`src/shell_cfg_pkg.sv`:
```
`default_nettype none

package shell_cfg_pkg;

   typedef logic [29:0] host_addr_t;
   typedef logic [31:0] core_addr_t;
   typedef logic [31:0] dram_addr_t;
   typedef logic [31:0] data_t;
   typedef logic [31:0] cnt_t;
   typedef logic [2:0]  csr_addr_t;
   typedef logic [31:0] region_map_t;
   typedef logic [0:0]  client_t;

   // host window select bit, inverted to pick core DRAM or core local space
   localparam int WINDOW_SEL_BIT = 29;
   localparam core_addr_t CORE_DRAM_BASE = 32'h8000_0000;

   // five index bits starting at bit 23 give 8 MB regions
   localparam int REGION_LSB = 23;
   localparam int REGION_W   = 5;

   localparam csr_addr_t CSR_CTRL       = 3'd0;
   localparam csr_addr_t CSR_DRAM_BASE  = 3'd1;
   localparam csr_addr_t CSR_REGION_MAP = 3'd2;
   localparam csr_addr_t CSR_HOST_RD    = 3'd3;
   localparam csr_addr_t CSR_HOST_WR    = 3'd4;
   localparam csr_addr_t CSR_MISS_RD    = 3'd5;
   localparam csr_addr_t CSR_MISS_WR    = 3'd6;

   localparam int      NUM_CLIENTS = 2;
   localparam client_t CLIENT_HOST = 1'b0;
   localparam client_t CLIENT_MISS = 1'b1;

endpackage

`default_nettype wire

```
`src/shell_bus_pkg.sv`:
```
`default_nettype none

package shell_bus_pkg;
   import shell_cfg_pkg::*;

   // request in the core's address space
   typedef struct packed {
      logic       we;
      core_addr_t addr;
      data_t      wdata;
   } mem_req_t;

   // same request after remapping into host DRAM
   typedef struct packed {
      logic       we;
      dram_addr_t addr;
      data_t      wdata;
   } dram_req_t;

   typedef struct packed {
      logic       we;
      host_addr_t addr;
      data_t      wdata;
   } host_req_t;

   typedef struct packed {
      data_t rdata;
   } mem_rsp_t;

   // one-cycle pulse per transaction served by the arbiter
   typedef struct packed {
      logic       valid;
      client_t    client;
      logic       we;
      core_addr_t addr;
   } grant_evt_t;

   typedef struct packed {
      logic      valid;
      logic      we;
      csr_addr_t addr;
      data_t     wdata;
   } csr_req_t;

endpackage

`default_nettype wire

```
`src/dram_remap.sv`:
```
`timescale 1ns/10ps
`default_nettype none

module dram_remap
   import shell_cfg_pkg::*;
   import shell_bus_pkg::*;
   (
    input  logic       clk_i
   ,input  logic       rst_n_i
   ,input  logic       req_i
   ,input  mem_req_t   pkt_i
   ,output logic       ack_o
   ,output mem_rsp_t   rsp_o
   ,input  dram_addr_t dram_base_i
   ,output logic       dram_req_o
   ,output dram_req_t  dram_pkt_o
   ,input  logic       dram_ack_i
   ,input  mem_rsp_t   dram_rsp_i
   );

   logic       req_q;
   dram_req_t  pkt_q;
   dram_addr_t remap_addr;

   // strip the core DRAM base and move into the buffer the host allocated
   assign remap_addr = (pkt_i.addr ^ CORE_DRAM_BASE) + dram_base_i;

   always_ff @(posedge clk_i)
   begin
      if (!rst_n_i)
         req_q <= 1'b0;
      else
         req_q <= req_i;
   end

   // capture once on the rising request so a base change mid-transfer does no harm
   always_ff @(posedge clk_i)
   begin
      if (req_i && !req_q)
      begin
         pkt_q.we    <= pkt_i.we;
         pkt_q.addr  <= remap_addr;
         pkt_q.wdata <= pkt_i.wdata;
      end
   end

   assign dram_req_o = req_q;
   assign dram_pkt_o = pkt_q;
   assign ack_o      = dram_ack_i;
   assign rsp_o      = dram_rsp_i;

endmodule

`default_nettype wire

```
`src/host_window.sv`:
```
`timescale 1ns/10ps
`default_nettype none

module host_window
   import shell_cfg_pkg::*;
   import shell_bus_pkg::*;
   (
    input  logic      clk_i
   ,input  logic      rst_n_i
   ,input  logic      host_req_i
   ,input  host_req_t host_pkt_i
   ,output logic      host_ack_o
   ,output mem_rsp_t  host_rsp_o
   ,output logic      bus_req_o
   ,output mem_req_t  bus_pkt_o
   ,input  logic      bus_ack_i
   ,input  mem_rsp_t  bus_rsp_i
   );

   typedef enum logic [1:0] {ST_IDLE, ST_REQ, ST_ACK, ST_REL} state_e;

   state_e     state_q;
   mem_req_t   pkt_q;
   mem_rsp_t   rsp_q;
   core_addr_t core_addr;

   // host 0x0xxx_xxxx lands in core DRAM at 0x8xxx_xxxx, host 0x2xxx_xxxx lands at 0x0xxx_xxxx
   assign core_addr = {~host_pkt_i.addr[WINDOW_SEL_BIT], 3'b000, host_pkt_i.addr[27:0]};

   always_ff @(posedge clk_i)
   begin
      if (!rst_n_i)
      begin
         state_q <= ST_IDLE;
      end
      else
      begin
         case (state_q)
            ST_IDLE: if (host_req_i) state_q <= ST_REQ;
            ST_REQ:  if (bus_ack_i) state_q <= ST_ACK;
            // the bus request is already down here, so the arbiter can drain
            ST_ACK:  if (!host_req_i) state_q <= ST_REL;
            ST_REL:  if (!bus_ack_i) state_q <= ST_IDLE;
            default: state_q <= ST_IDLE;
         endcase
      end
   end

   always_ff @(posedge clk_i)
   begin
      if (state_q == ST_IDLE && host_req_i)
      begin
         pkt_q.we    <= host_pkt_i.we;
         pkt_q.addr  <= core_addr;
         pkt_q.wdata <= host_pkt_i.wdata;
      end
      if (state_q == ST_REQ && bus_ack_i)
         rsp_q <= bus_rsp_i;
   end

   assign bus_req_o  = (state_q == ST_REQ);
   assign bus_pkt_o  = pkt_q;
   assign host_ack_o = (state_q == ST_ACK);
   assign host_rsp_o = rsp_q;

endmodule

`default_nettype wire

```
`src/mem_arbiter.sv`:
```
`timescale 1ns/10ps
`default_nettype none

module mem_arbiter
   import shell_cfg_pkg::*;
   import shell_bus_pkg::*;
   (
    input  logic                             clk_i
   ,input  logic                             rst_n_i
   ,input  logic [NUM_CLIENTS-1:0]           cl_req_i
   ,input  mem_req_t [NUM_CLIENTS-1:0]       cl_pkt_i
   ,output logic [NUM_CLIENTS-1:0]           cl_ack_o
   ,output mem_rsp_t                         cl_rsp_o
   ,output logic                             dn_req_o
   ,output mem_req_t                         dn_pkt_o
   ,input  logic                             dn_ack_i
   ,input  mem_rsp_t                         dn_rsp_i
   ,output grant_evt_t                       grant_o
   );

   typedef enum logic [1:0] {ST_IDLE, ST_BUSY, ST_DRAIN} state_e;

   state_e  state_q;
   client_t grant_q;
   client_t last_q;
   client_t winner;
   logic    ack_q;

   // when both clients want the bus, the one not served last time goes first
   always_comb
   begin
      if (cl_req_i[CLIENT_HOST] && cl_req_i[CLIENT_MISS])
         winner = ~last_q;
      else if (cl_req_i[CLIENT_MISS])
         winner = CLIENT_MISS;
      else
         winner = CLIENT_HOST;
   end

   always_ff @(posedge clk_i)
   begin
      if (!rst_n_i)
      begin
         state_q <= ST_IDLE;
         grant_q <= CLIENT_HOST;
         last_q  <= CLIENT_MISS;
         ack_q   <= 1'b0;
      end
      else
      begin
         ack_q <= dn_ack_i;
         case (state_q)
            ST_IDLE:
            begin
               if (|cl_req_i)
               begin
                  grant_q <= winner;
                  last_q  <= winner;
                  state_q <= ST_BUSY;
               end
            end
            // hold the downstream request until the winner lets go of its own
            ST_BUSY:  if (!cl_req_i[grant_q]) state_q <= ST_DRAIN;
            ST_DRAIN: if (!dn_ack_i) state_q <= ST_IDLE;
            default:  state_q <= ST_IDLE;
         endcase
      end
   end

   always_comb
   begin
      cl_ack_o = '0;
      if (state_q != ST_IDLE)
         cl_ack_o[grant_q] = dn_ack_i;
   end

   assign cl_rsp_o = dn_rsp_i;
   assign dn_req_o = (state_q == ST_BUSY);
   assign dn_pkt_o = cl_pkt_i[grant_q];

   // ack never stays high across transactions, so its rising edge marks each one once
   always_comb
   begin
      grant_o.valid  = (state_q == ST_BUSY) && dn_ack_i && !ack_q;
      grant_o.client = grant_q;
      grant_o.we     = cl_pkt_i[grant_q].we;
      grant_o.addr   = cl_pkt_i[grant_q].addr;
   end

endmodule

`default_nettype wire

```
`src/shell_csr.sv`:
```
`timescale 1ns/10ps
`default_nettype none

module shell_csr
   import shell_cfg_pkg::*;
   import shell_bus_pkg::*;
   (
    input  logic        clk_i
   ,input  logic        rst_n_i
   ,input  csr_req_t    csr_i
   ,output data_t       csr_rdata_o
   ,output logic        core_rst_n_o
   ,output dram_addr_t  dram_base_o
   ,input  region_map_t region_map_i
   ,input  cnt_t        host_rd_i
   ,input  cnt_t        host_wr_i
   ,input  cnt_t        miss_rd_i
   ,input  cnt_t        miss_wr_i
   );

   logic       ctrl_q;
   dram_addr_t dram_base_q;
   data_t      rd_mux;
   data_t      rdata_q;

   always_ff @(posedge clk_i)
   begin
      if (!rst_n_i)
      begin
         ctrl_q      <= 1'b0;
         dram_base_q <= '0;
      end
      else if (csr_i.valid && csr_i.we)
      begin
         case (csr_i.addr)
            CSR_CTRL:      ctrl_q <= csr_i.wdata[0];
            CSR_DRAM_BASE: dram_base_q <= csr_i.wdata;
            default:       ;
         endcase
      end
   end

   always_comb
   begin
      case (csr_i.addr)
         CSR_CTRL:       rd_mux = {31'b0, ctrl_q};
         CSR_DRAM_BASE:  rd_mux = dram_base_q;
         CSR_REGION_MAP: rd_mux = region_map_i;
         CSR_HOST_RD:    rd_mux = host_rd_i;
         CSR_HOST_WR:    rd_mux = host_wr_i;
         CSR_MISS_RD:    rd_mux = miss_rd_i;
         CSR_MISS_WR:    rd_mux = miss_wr_i;
         default:        rd_mux = '0;
      endcase
   end

   // read data shows up the cycle after the read and then holds
   always_ff @(posedge clk_i)
   begin
      if (csr_i.valid && !csr_i.we)
         rdata_q <= rd_mux;
   end

   // the core side stays in reset until the host sets the control bit
   assign core_rst_n_o = rst_n_i & ctrl_q;
   assign dram_base_o  = dram_base_q;
   assign csr_rdata_o  = rdata_q;

endmodule

`default_nettype wire

```
`src/shell_top.sv`:
```
`timescale 1ns/10ps
`default_nettype none

module shell_top
   import shell_cfg_pkg::*;
   import shell_bus_pkg::*;
   (
    input  logic      clk_i
   ,input  logic      rst_n_i
   ,input  logic      host_req_i
   ,input  host_req_t host_pkt_i
   ,output logic      host_ack_o
   ,output mem_rsp_t  host_rsp_o
   ,input  logic      miss_req_i
   ,input  mem_req_t  miss_pkt_i
   ,output logic      miss_ack_o
   ,output mem_rsp_t  miss_rsp_o
   ,output logic      dram_req_o
   ,output dram_req_t dram_pkt_o
   ,input  logic      dram_ack_i
   ,input  mem_rsp_t  dram_rsp_i
   ,input  csr_req_t  csr_i
   ,output data_t     csr_rdata_o
   ,output logic      core_rst_n_o
   );

   logic                       core_rst_n;
   logic                       win_req, win_ack;
   mem_req_t                   win_pkt;
   logic [NUM_CLIENTS-1:0]     cl_req, cl_ack;
   mem_req_t [NUM_CLIENTS-1:0] cl_pkt;
   mem_rsp_t                   cl_rsp;
   logic                       arb_req, arb_ack;
   mem_req_t                   arb_pkt;
   mem_rsp_t                   arb_rsp;
   grant_evt_t                 grant;
   dram_addr_t                 dram_base;
   region_map_t                region_map;
   cnt_t                       host_rd, host_wr, miss_rd, miss_wr;

   // the cache-miss port is already in core addresses and goes straight to the arbiter
   assign cl_req[CLIENT_HOST] = win_req;
   assign cl_pkt[CLIENT_HOST] = win_pkt;
   assign cl_req[CLIENT_MISS] = miss_req_i;
   assign cl_pkt[CLIENT_MISS] = miss_pkt_i;
   assign win_ack             = cl_ack[CLIENT_HOST];
   assign miss_ack_o          = cl_ack[CLIENT_MISS];
   assign miss_rsp_o          = cl_rsp;
   assign core_rst_n_o        = core_rst_n;

   host_window u_host_window
     (.clk_i      (clk_i)
     ,.rst_n_i    (core_rst_n)
     ,.host_req_i (host_req_i)
     ,.host_pkt_i (host_pkt_i)
     ,.host_ack_o (host_ack_o)
     ,.host_rsp_o (host_rsp_o)
     ,.bus_req_o  (win_req)
     ,.bus_pkt_o  (win_pkt)
     ,.bus_ack_i  (win_ack)
     ,.bus_rsp_i  (cl_rsp)
     );

   mem_arbiter u_mem_arbiter
     (.clk_i    (clk_i)
     ,.rst_n_i  (core_rst_n)
     ,.cl_req_i (cl_req)
     ,.cl_pkt_i (cl_pkt)
     ,.cl_ack_o (cl_ack)
     ,.cl_rsp_o (cl_rsp)
     ,.dn_req_o (arb_req)
     ,.dn_pkt_o (arb_pkt)
     ,.dn_ack_i (arb_ack)
     ,.dn_rsp_i (arb_rsp)
     ,.grant_o  (grant)
     );

   dram_remap u_dram_remap
     (.clk_i       (clk_i)
     ,.rst_n_i     (core_rst_n)
     ,.req_i       (arb_req)
     ,.pkt_i       (arb_pkt)
     ,.ack_o       (arb_ack)
     ,.rsp_o       (arb_rsp)
     ,.dram_base_i (dram_base)
     ,.dram_req_o  (dram_req_o)
     ,.dram_pkt_o  (dram_pkt_o)
     ,.dram_ack_i  (dram_ack_i)
     ,.dram_rsp_i  (dram_rsp_i)
     );

   usage_monitor u_usage_monitor
     (.clk_i        (clk_i)
     ,.rst_n_i      (core_rst_n)
     ,.grant_i      (grant)
     ,.region_map_o (region_map)
     ,.host_rd_o    (host_rd)
     ,.host_wr_o    (host_wr)
     ,.miss_rd_o    (miss_rd)
     ,.miss_wr_o    (miss_wr)
     );

   // the register file alone runs on the external reset so the base survives a core reset
   shell_csr u_shell_csr
     (.clk_i        (clk_i)
     ,.rst_n_i      (rst_n_i)
     ,.csr_i        (csr_i)
     ,.csr_rdata_o  (csr_rdata_o)
     ,.core_rst_n_o (core_rst_n)
     ,.dram_base_o  (dram_base)
     ,.region_map_i (region_map)
     ,.host_rd_i    (host_rd)
     ,.host_wr_i    (host_wr)
     ,.miss_rd_i    (miss_rd)
     ,.miss_wr_i    (miss_wr)
     );

endmodule

`default_nettype wire

```
`src/usage_monitor.sv`:
```
`timescale 1ns/10ps
`default_nettype none

module usage_monitor
   import shell_cfg_pkg::*;
   import shell_bus_pkg::*;
   (
    input  logic        clk_i
   ,input  logic        rst_n_i
   ,input  grant_evt_t  grant_i
   ,output region_map_t region_map_o
   ,output cnt_t        host_rd_o
   ,output cnt_t        host_wr_o
   ,output cnt_t        miss_rd_o
   ,output cnt_t        miss_wr_o
   );

   region_map_t region_q;
   cnt_t        cnt_q [4];
   logic [1:0]  cnt_idx;

   // counters ordered host read, host write, miss read, miss write
   assign cnt_idx = {grant_i.client, grant_i.we};

   always_ff @(posedge clk_i)
   begin
      if (!rst_n_i)
      begin
         region_q <= '0;
         for (int i = 0; i < 4; i++)
            cnt_q[i] <= '0;
      end
      else if (grant_i.valid)
      begin
         region_q[grant_i.addr[REGION_LSB +: REGION_W]] <= 1'b1;
         cnt_q[cnt_idx] <= cnt_q[cnt_idx] + 1'b1;
      end
   end

   assign region_map_o = region_q;
   assign host_rd_o    = cnt_q[0];
   assign host_wr_o    = cnt_q[1];
   assign miss_rd_o    = cnt_q[2];
   assign miss_wr_o    = cnt_q[3];

endmodule

`default_nettype wire
```
`config.mk`:
```
export PLATFORM = sky130hd
export DESIGN_NAME = shell_top
export DESIGN_NICKNAME = d
export VERILOG_FILES = /design/src/shell_cfg_pkg.sv /design/src/shell_bus_pkg.sv /design/src/dram_remap.sv /design/src/host_window.sv /design/src/mem_arbiter.sv /design/src/shell_csr.sv /design/src/shell_top.sv /design/src/usage_monitor.sv
export SDC_FILE = /design/constraint.sdc
export NUM_CORES = 1
export LEC_CHECK = 0
export ABC_CLOCK_PERIOD_IN_PS = 5700
export BUFFER_PORTS_ARGS = -buffer_cell sky130_fd_sc_hd__clkbuf_2
export CAP_MARGIN = 20
export CORE_UTILIZATION = 30
export DETAILED_ROUTE_END_ITERATION = 7
export GPL_TIMING_DRIVEN = 1
export SLEW_MARGIN = 5
export SYNTH_ARGS = -nofsm -noshare
export SYNTH_HDL_FRONTEND = slang
export SYNTH_SLANG_ARGS = --single-unit
```
`constraint.sdc`:
```
create_clock -name clk_i -period 5.7 [get_ports clk_i]
set_input_delay 1.14 -clock clk_i [delete_from_list [all_inputs] [get_ports clk_i]]
set_output_delay 1.14 -clock clk_i [all_outputs]
set_load 0.02 [all_outputs]
```
==> results of run 1 <==
-- tightest hold or removal path: stages, from the launching register on --
cell,delay [ns]
dfxtp_1,0.33
a21oi_1,0.04
nor2_1,0.07
-- metal layers --
layer  global-route usage  vias to the layer above
met5                    0                        -
met2               0.3361                      613
met1               0.2253                     6856
met3              0.04374                      125
met4               0.1071                        4
li1                     -                     6463
-- flip-flops by register name, indices dropped and copies added, names as in the netlist --
register                      flops
u_host_window.bus_pkt_o          62
u_shell_csr.dram_base_o          32
u_mem_arbiter.ack_q               1
u_shell_csr.csr_rdata_o          32
u_shell_csr.ctrl_q                1
u_mem_arbiter.state_q             2
u_dram_remap.dram_pkt_o          65
u_dram_remap.dram_req_o           1
u_usage_monitor.region_map_o     32
u_usage_monitor.cnt_q           128
u_mem_arbiter.last_q              1
u_host_window.host_rsp_o         32
u_mem_arbiter.grant_q             1
u_host_window.state_q             2
-- power by group --
part / leakage, nW / switching [mW] / total (mW) / internal (mW)
logic: 4.38 / 0.227 / 0.360 / 0.133
clock network: 0.661 / 1.16 / 2.72 / 1.57
registers: 3.96 / 0.0222 / 3.15 / 3.12
total: 8.99 / 1.40 / 6.23 / 4.82
-- path summary, 6_finish.rpt --
check | start | endpoint
worst max-delay path | u_mem_arbiter.grant_q$_SDFFE_PN0P_ | u_dram_remap.dram_pkt_o[58]$_DFFE_PP_
worst min-delay path | u_usage_monitor.region_map_o[11]$_SDFFE_PN0P_ | u_usage_monitor.region_map_o[11]$_SDFFE_PN0P_
worst max register to register | u_mem_arbiter.grant_q$_SDFFE_PN0P_ | u_dram_remap.dram_pkt_o[58]$_DFFE_PP_
worst min register to register | u_usage_monitor.region_map_o[11]$_SDFFE_PN0P_ | u_usage_monitor.region_map_o[11]$_SDFFE_PN0P_
-- cells in the mapped netlist, types with 28 or more instances --
cell | instances | area [um^2]
ha_1 | 36 | 450.4
a21boi_0 | 33 | 247.7
nand2_1 | 119 | 446.7
buf_4 | 36 | 270.3
dfxtp_1 | 73 | 1461
mux2i_1 | 56 | 560.5
inv_1 | 28 | 105.1
a22oi_1 | 93 | 698.2
a21oi_1 | 81 | 405.4
clkbuf_1 | 55 | 206.5
nor2_1 | 202 | 758.2
mux2_2 | 62 | 698.2
nand3_1 | 59 | 295.3
xnor2_1 | 34 | 297.8
edfxtp_1 | 319 | 9579
-- logic make-up after synthesis --
logic type,Yosys count,share of synthesized area
buf+inv,143,0.03980
simple gates,502,0.1278
flops,392,0.5912
mux,123,0.07082
xor+xnor,56,0.02626
compound gates,321,0.1189
fa+ha+maj,37,0.02519
-- layout make-up --
class	instances	area [um^2]
Antenna cell	1	2.502
Clock buffer	53	1111
Clock inverter	22	227.7
Fill cell	5978	39010
Inverter	29	108.9
Multi-Input combinational cell	1039	6924
Sequential cell	392	11040
Tap cell	837	1047
Timing Repair Buffer	403	2125
-- through the flow --
| step | worst slack [ns] | total power [mW] | instances |
|---|---|---|---|
| 6_report | 1.416 | 6.228 | 2776 |
| 5_1_grt | 1.253 | 6.402 | 2775 |
| 4_1_cts | 1.452 | 6.279 | 2775 |
| 3_5_place_dp | 1.124 | 3.568 | 2700 |
| 3_3_place_gp | 1.153 | 3.563 | 2700 |
| 2_1_floorplan | 1.431 | 3.398 | 1574 |
==> results.json, run 1 <==
{
  "status": "finished, final reports clean",
  "path_depth": 11,
  "crit_chain": "buf_4 > mux2_2 > fa_1 > a21oi_1 > nor2_1 > o211a_1 > o41ai_2 > o21ai_0 > a31oi_1 > nor3_1 > a311oi_1",
  "whs_ns": 0.4780,
  "port_buffers": 365,
  "grt_pass1_wl_um": 90900,
  "clock-root-buffer": "clkbuf_16",
  "slew_violations": 0,
  "first_global_vias": 13810,
  "wl_met1_um": 24660,
  "stdcell_area_um2": 22590,
  "wl_met2_um": 30910,
  "worstPathRequired_ns": 6.06,
  "synth_edf_count": 319,
  "syn_to_final_growth_pct": 20.97,
  "antenna_found_initial": 3,
  "fin_setup_tns_ns": 0,
  "ys_types": 74,
  "wire_per_inst_um": 22.96,
  "drt_pass1_iterations": 5,
  "drt_iter0_markers": 1129,
  "slowest_stage": "dfxtp_4",
  "fin_nets": 2145,
  "cts_htree_levels": 2,
  "synth_top_flop_cell": "edfxtp_1",
  "antenna_left": 0,
  "grt.overflow.total": 0,
  "die_w_um": 251.5,
  "ctsResizeCount": 0,
  "crit_path_start_kind": "register",
  "cts_buffers": 41,
  "post_cts_buffers": 0,
  "dieArea_um2": 63250,
  "cts_tree": "yes",
  "slew_headroom": 0.2221,
  "r2r_cells": 11,
  "clock-sinks": 392,
  "place_hpwl_um": 46870,
  "max-vdd-ir-drop_uv": 200.8,
  "ys_warn_count": 0,
  "insertion_delay_ns": 0.56,
  "max_freq_ghz": 0.2334,
  "syn-instance-count": 1574,
  "async_flop_share": 0,
  "gp_congestion": 0.9093,
  "grt_usage": 0.1955,
  "worstPathArrival_ns": 4.65,
  "syn_nets": 1813,
  "ioPinCount": 367,
  "cp_max_fo": 29,
  "vias": 14060,
  "synth_area_um2": 18670,
  "num_rows": 91,
  "power_density_nw_per_um2": 275.7,
  "cp-end-kind": "register",
  "cp_num_buf_inv": 1,
  "crit_family": "compound AO/OA/AOI/OAI gates",
  "start_util": 0.3032,
  "holdPathStages": 2,
  "clk_pin_slew_ns": 0.06,
  "setup_viol": 0,
  "worstHoldPathType": "reg2reg",
  "die_h_um": 251.5,
  "finalHoldViolCount": 0,
  "routed_wl_um": 63750,
  "ys_ff_latch": 392,
  "highest_layer": "met5",
  "yosysSeqAreaShare": 0.5912,
  "reg2reg_slack_ns": 1.42,
  "rsz0062_at_grt": "no",
  "finClkSkew_ns": 0.02909,
  "place_area_um2": 21250,
  "final_core_util": 0.3667,
  "vias_per_cell": 5.065,
  "tightest_slew_ns": 1.163,
  "fin_crit_ns": 4.284,
  "grt_max_degree": 63,
  "worst-setup-path-type": "reg2reg",
  "met3_length_um": 4525,
  "final_common_cell": "clkbuf_2",
  "p_leak_nw": 8.991,
  "drc": 0,
  "cts-hold-fix-buffers": 0,
  "clock_path_buffers": 3,
  "period_share": 0.7515,
  "synth.avg_cell_area_um2": 11.86,
  "final_cell_mix": "clkbuf_2 (365), edfxtp_1 (319), nor2_1 (201)",
  "crit_path_max_incr_delay_ns": 0.66,
  "core_area_um2": 61600,
  "drv_cap": 0,
  "drive_gt1_frac": 0.2957
}
Note: power is estimated with default switching activity, not from simulation.
==> inputs of run 2 (changes only) <==
ABC_CLOCK_PERIOD_IN_PS = 3700   (was 5700)
clock period = 3.7 ns   (was 5.7 ns; I/O delays follow)
==> results.json, run 2 (same netlist as run 1, synthesis figures left out) <==
{
  "r2r_cells": 11,
  "grt_pass1_wl_um": 86470,
  "syn_to_final_growth_pct": 23.06,
  "dieArea_um2": 63250,
  "num_rows": 91,
  "power_density_nw_per_um2": 420.3,
  "core_area_um2": 61600,
  "min_from": "host_pkt_i[34]",
  "largest-register": "u_usage_monitor.cnt_q",
  "cts_tree": "yes",
  "worstPathRequired_ns": 3.98,
  "crit_path_start_kind": "register",
  "swShare": 0.2187,
  "port_buffers": 365,
  "pwr-share-comb": 0.056,
  "largest_reg_flops": 128,
  "max_freq_ghz": 0.2837,
  "die_h_um": 251.5,
  "r2r-end": "u_dram_remap.dram_pkt_o[57]$_DFFE_PP_",
  "tightest_slew_ns": 0.9373,
  "clock_path_buffers": 3,
  "finalHoldViolCount": 0,
  "cp_max_fo": 16,
  "max-vdd-ir-drop_uv": 269.2,
  "start_util": 0.3032,
  "period_share": 0.9528,
  "clk_pin_slew_ns": 0.07,
  "place_hpwl_um": 43070,
  "holdPathStages": 1,
  "cts_buffers": 41,
  "antenna_found_initial": 11,
  "fin_setup_tns_ns": 0,
  "ioPinCount": 367,
  "drt_pass1_iterations": 5,
  "setup_viol": 0,
  "seq_power_share": 0.502,
  "final_common_cell": "clkbuf_2",
  "worst-setup-path-type": "reg2reg",
  "cp-startpoint": "u_mem_arbiter.grant_q$_SDFFE_PN0P_",
  "drt_iter0_markers": 1099,
  "vias": 14270,
  "final_core_util": 0.3731,
  "grt.overflow.total": 0,
  "drive_gt1_frac": 0.3084,
  "wire_per_inst_um": 21.20,
  "p_leak_nw": 9.198,
  "rsz0062_at_grt": "no",
  "fin_nets": 2181,
  "clock-root-buffer": "clkbuf_16",
  "reg2reg_from": "u_mem_arbiter.grant_q$_SDFFE_PN0P_",
  "first_global_vias": 13900,
  "vias_per_cell": 5.069,
  "min_to": "u_host_window.bus_pkt_o[34]$_DFFE_PP_",
  "routed_wl_um": 59690,
  "reg2reg_slack_ns": 0.17,
  "p_clk_frac": 0.442,
  "grt_usage": 0.1817,
  "ctsResizeCount": 0,
  "intPower_mw": 7.546,
  "slew_violations": 0,
  "finClkSkew_ns": 0.02716,
  "drc": 0,
  "grt_max_degree": 66,
  "status": "finished, final reports clean",
  "fin_crit_ns": 3.525,
  "power_switching_mw": 2.113,
  "final_cell_mix": "clkbuf_2 (365), edfxtp_1 (319), nor2_1 (201)",
  "drv_cap": 0,
  "cp-end-kind": "register",
  "insertion_delay_ns": 0.56,
  "clock-sinks": 392,
  "die_w_um": 251.5,
  "slew_headroom": 0.3751,
  "gp_congestion": 0.9064,
  "worstPathArrival_ns": 3.81,
  "antenna_left": 0,
  "cts_htree_levels": 2,
  "worstHoldPathType": "in2reg"
}
[run 2: layout make-up]
type	instances	area [um^2]
fill	6000	38620
sequential	392	11040
multi-input combinational	1039	6943
timing repair buffer	439	2445
clock buffer	57	1179
tap	837	1047
clock inverter	19	205.2
inverter	29	108.9
antenna	3	7.507
[run 2: what timing repair did]
item / 4_1_cts / 5_1_grt
setup buffers: 0 / 5
endpoints found under the setup margin: 0 / 3
hold endpoints to repair: 0 / 0
hold buffers: 0 / 0
[run 2: how the worst max path moves through the flow]
stage          cells after the start  slack, ns                               endpoint
6_report                          11       0.17  u_dram_remap.dram_pkt_o[57]$_DFFE_PP_
5_1_grt                           11       0.06  u_dram_remap.dram_pkt_o[57]$_DFFE_PP_
4_1_cts                           11       0.22  u_dram_remap.dram_pkt_o[57]$_DFFE_PP_
3_5_place_dp                      13       0.02  u_dram_remap.dram_pkt_o[58]$_DFFE_PP_
3_3_place_gp                      13       0.01  u_dram_remap.dram_pkt_o[60]$_DFFE_PP_
2_1_floorplan                     16     -0.001  u_dram_remap.dram_pkt_o[62]$_DFFE_PP_
[run 2: layer usage]
layer | vias up | wire (um) | GRT usage
li1 | 6521 | - | -
met1 | 6909 | 23430 | 0.2169
met2 | 689 | 29020 | 0.3136
met3 | 138 | 4967 | 0.04385
met4 | 12 | 2175 | 0.07143
met5 | - | 96 | 0
[run 2: per-stage QoR]
stage	cell area [um^2]	setup WS, ns	hold WS [ns]	cells	power (mW)
after CTS	22930	0.2207	0.3316	2807	9.740
after global routing	22970	0.06031	0.3397	2813	9.920
final	22980	0.1746	0.3525	2815	9.659
after global placement	21550	0.01315	0.4509	2731	5.466
after floorplan	18740	-0.0009537	0.4365	1574	5.236
after detailed placement	21550	0.02190	0.4615	2731	5.478
[run 2: worst max-delay path, cell delays in order, from the launching register on]
cell       delay [ns]
dfxtp_4          0.45
buf_12           0.20
mux2_2           0.38
ha_1             0.29
a21o_1           0.17
a21o_1           0.17
a21oi_1          0.25
a2bb2oi_1        0.28
o211ai_1         0.28
a311o_1          0.42
a41oi_1          0.25
xnor2_1          0.10
[run 2: power by group through the flow]
stage               combinational, mW  sequential (mW)  clock [mW]
floorplan                       0.296             4.94           0
global placement                0.526             4.94           0
detailed placement              0.537             4.94           0
CTS                             0.540             4.85        4.35
global route                    0.583             4.85        4.49
finish                          0.545             4.84        4.27
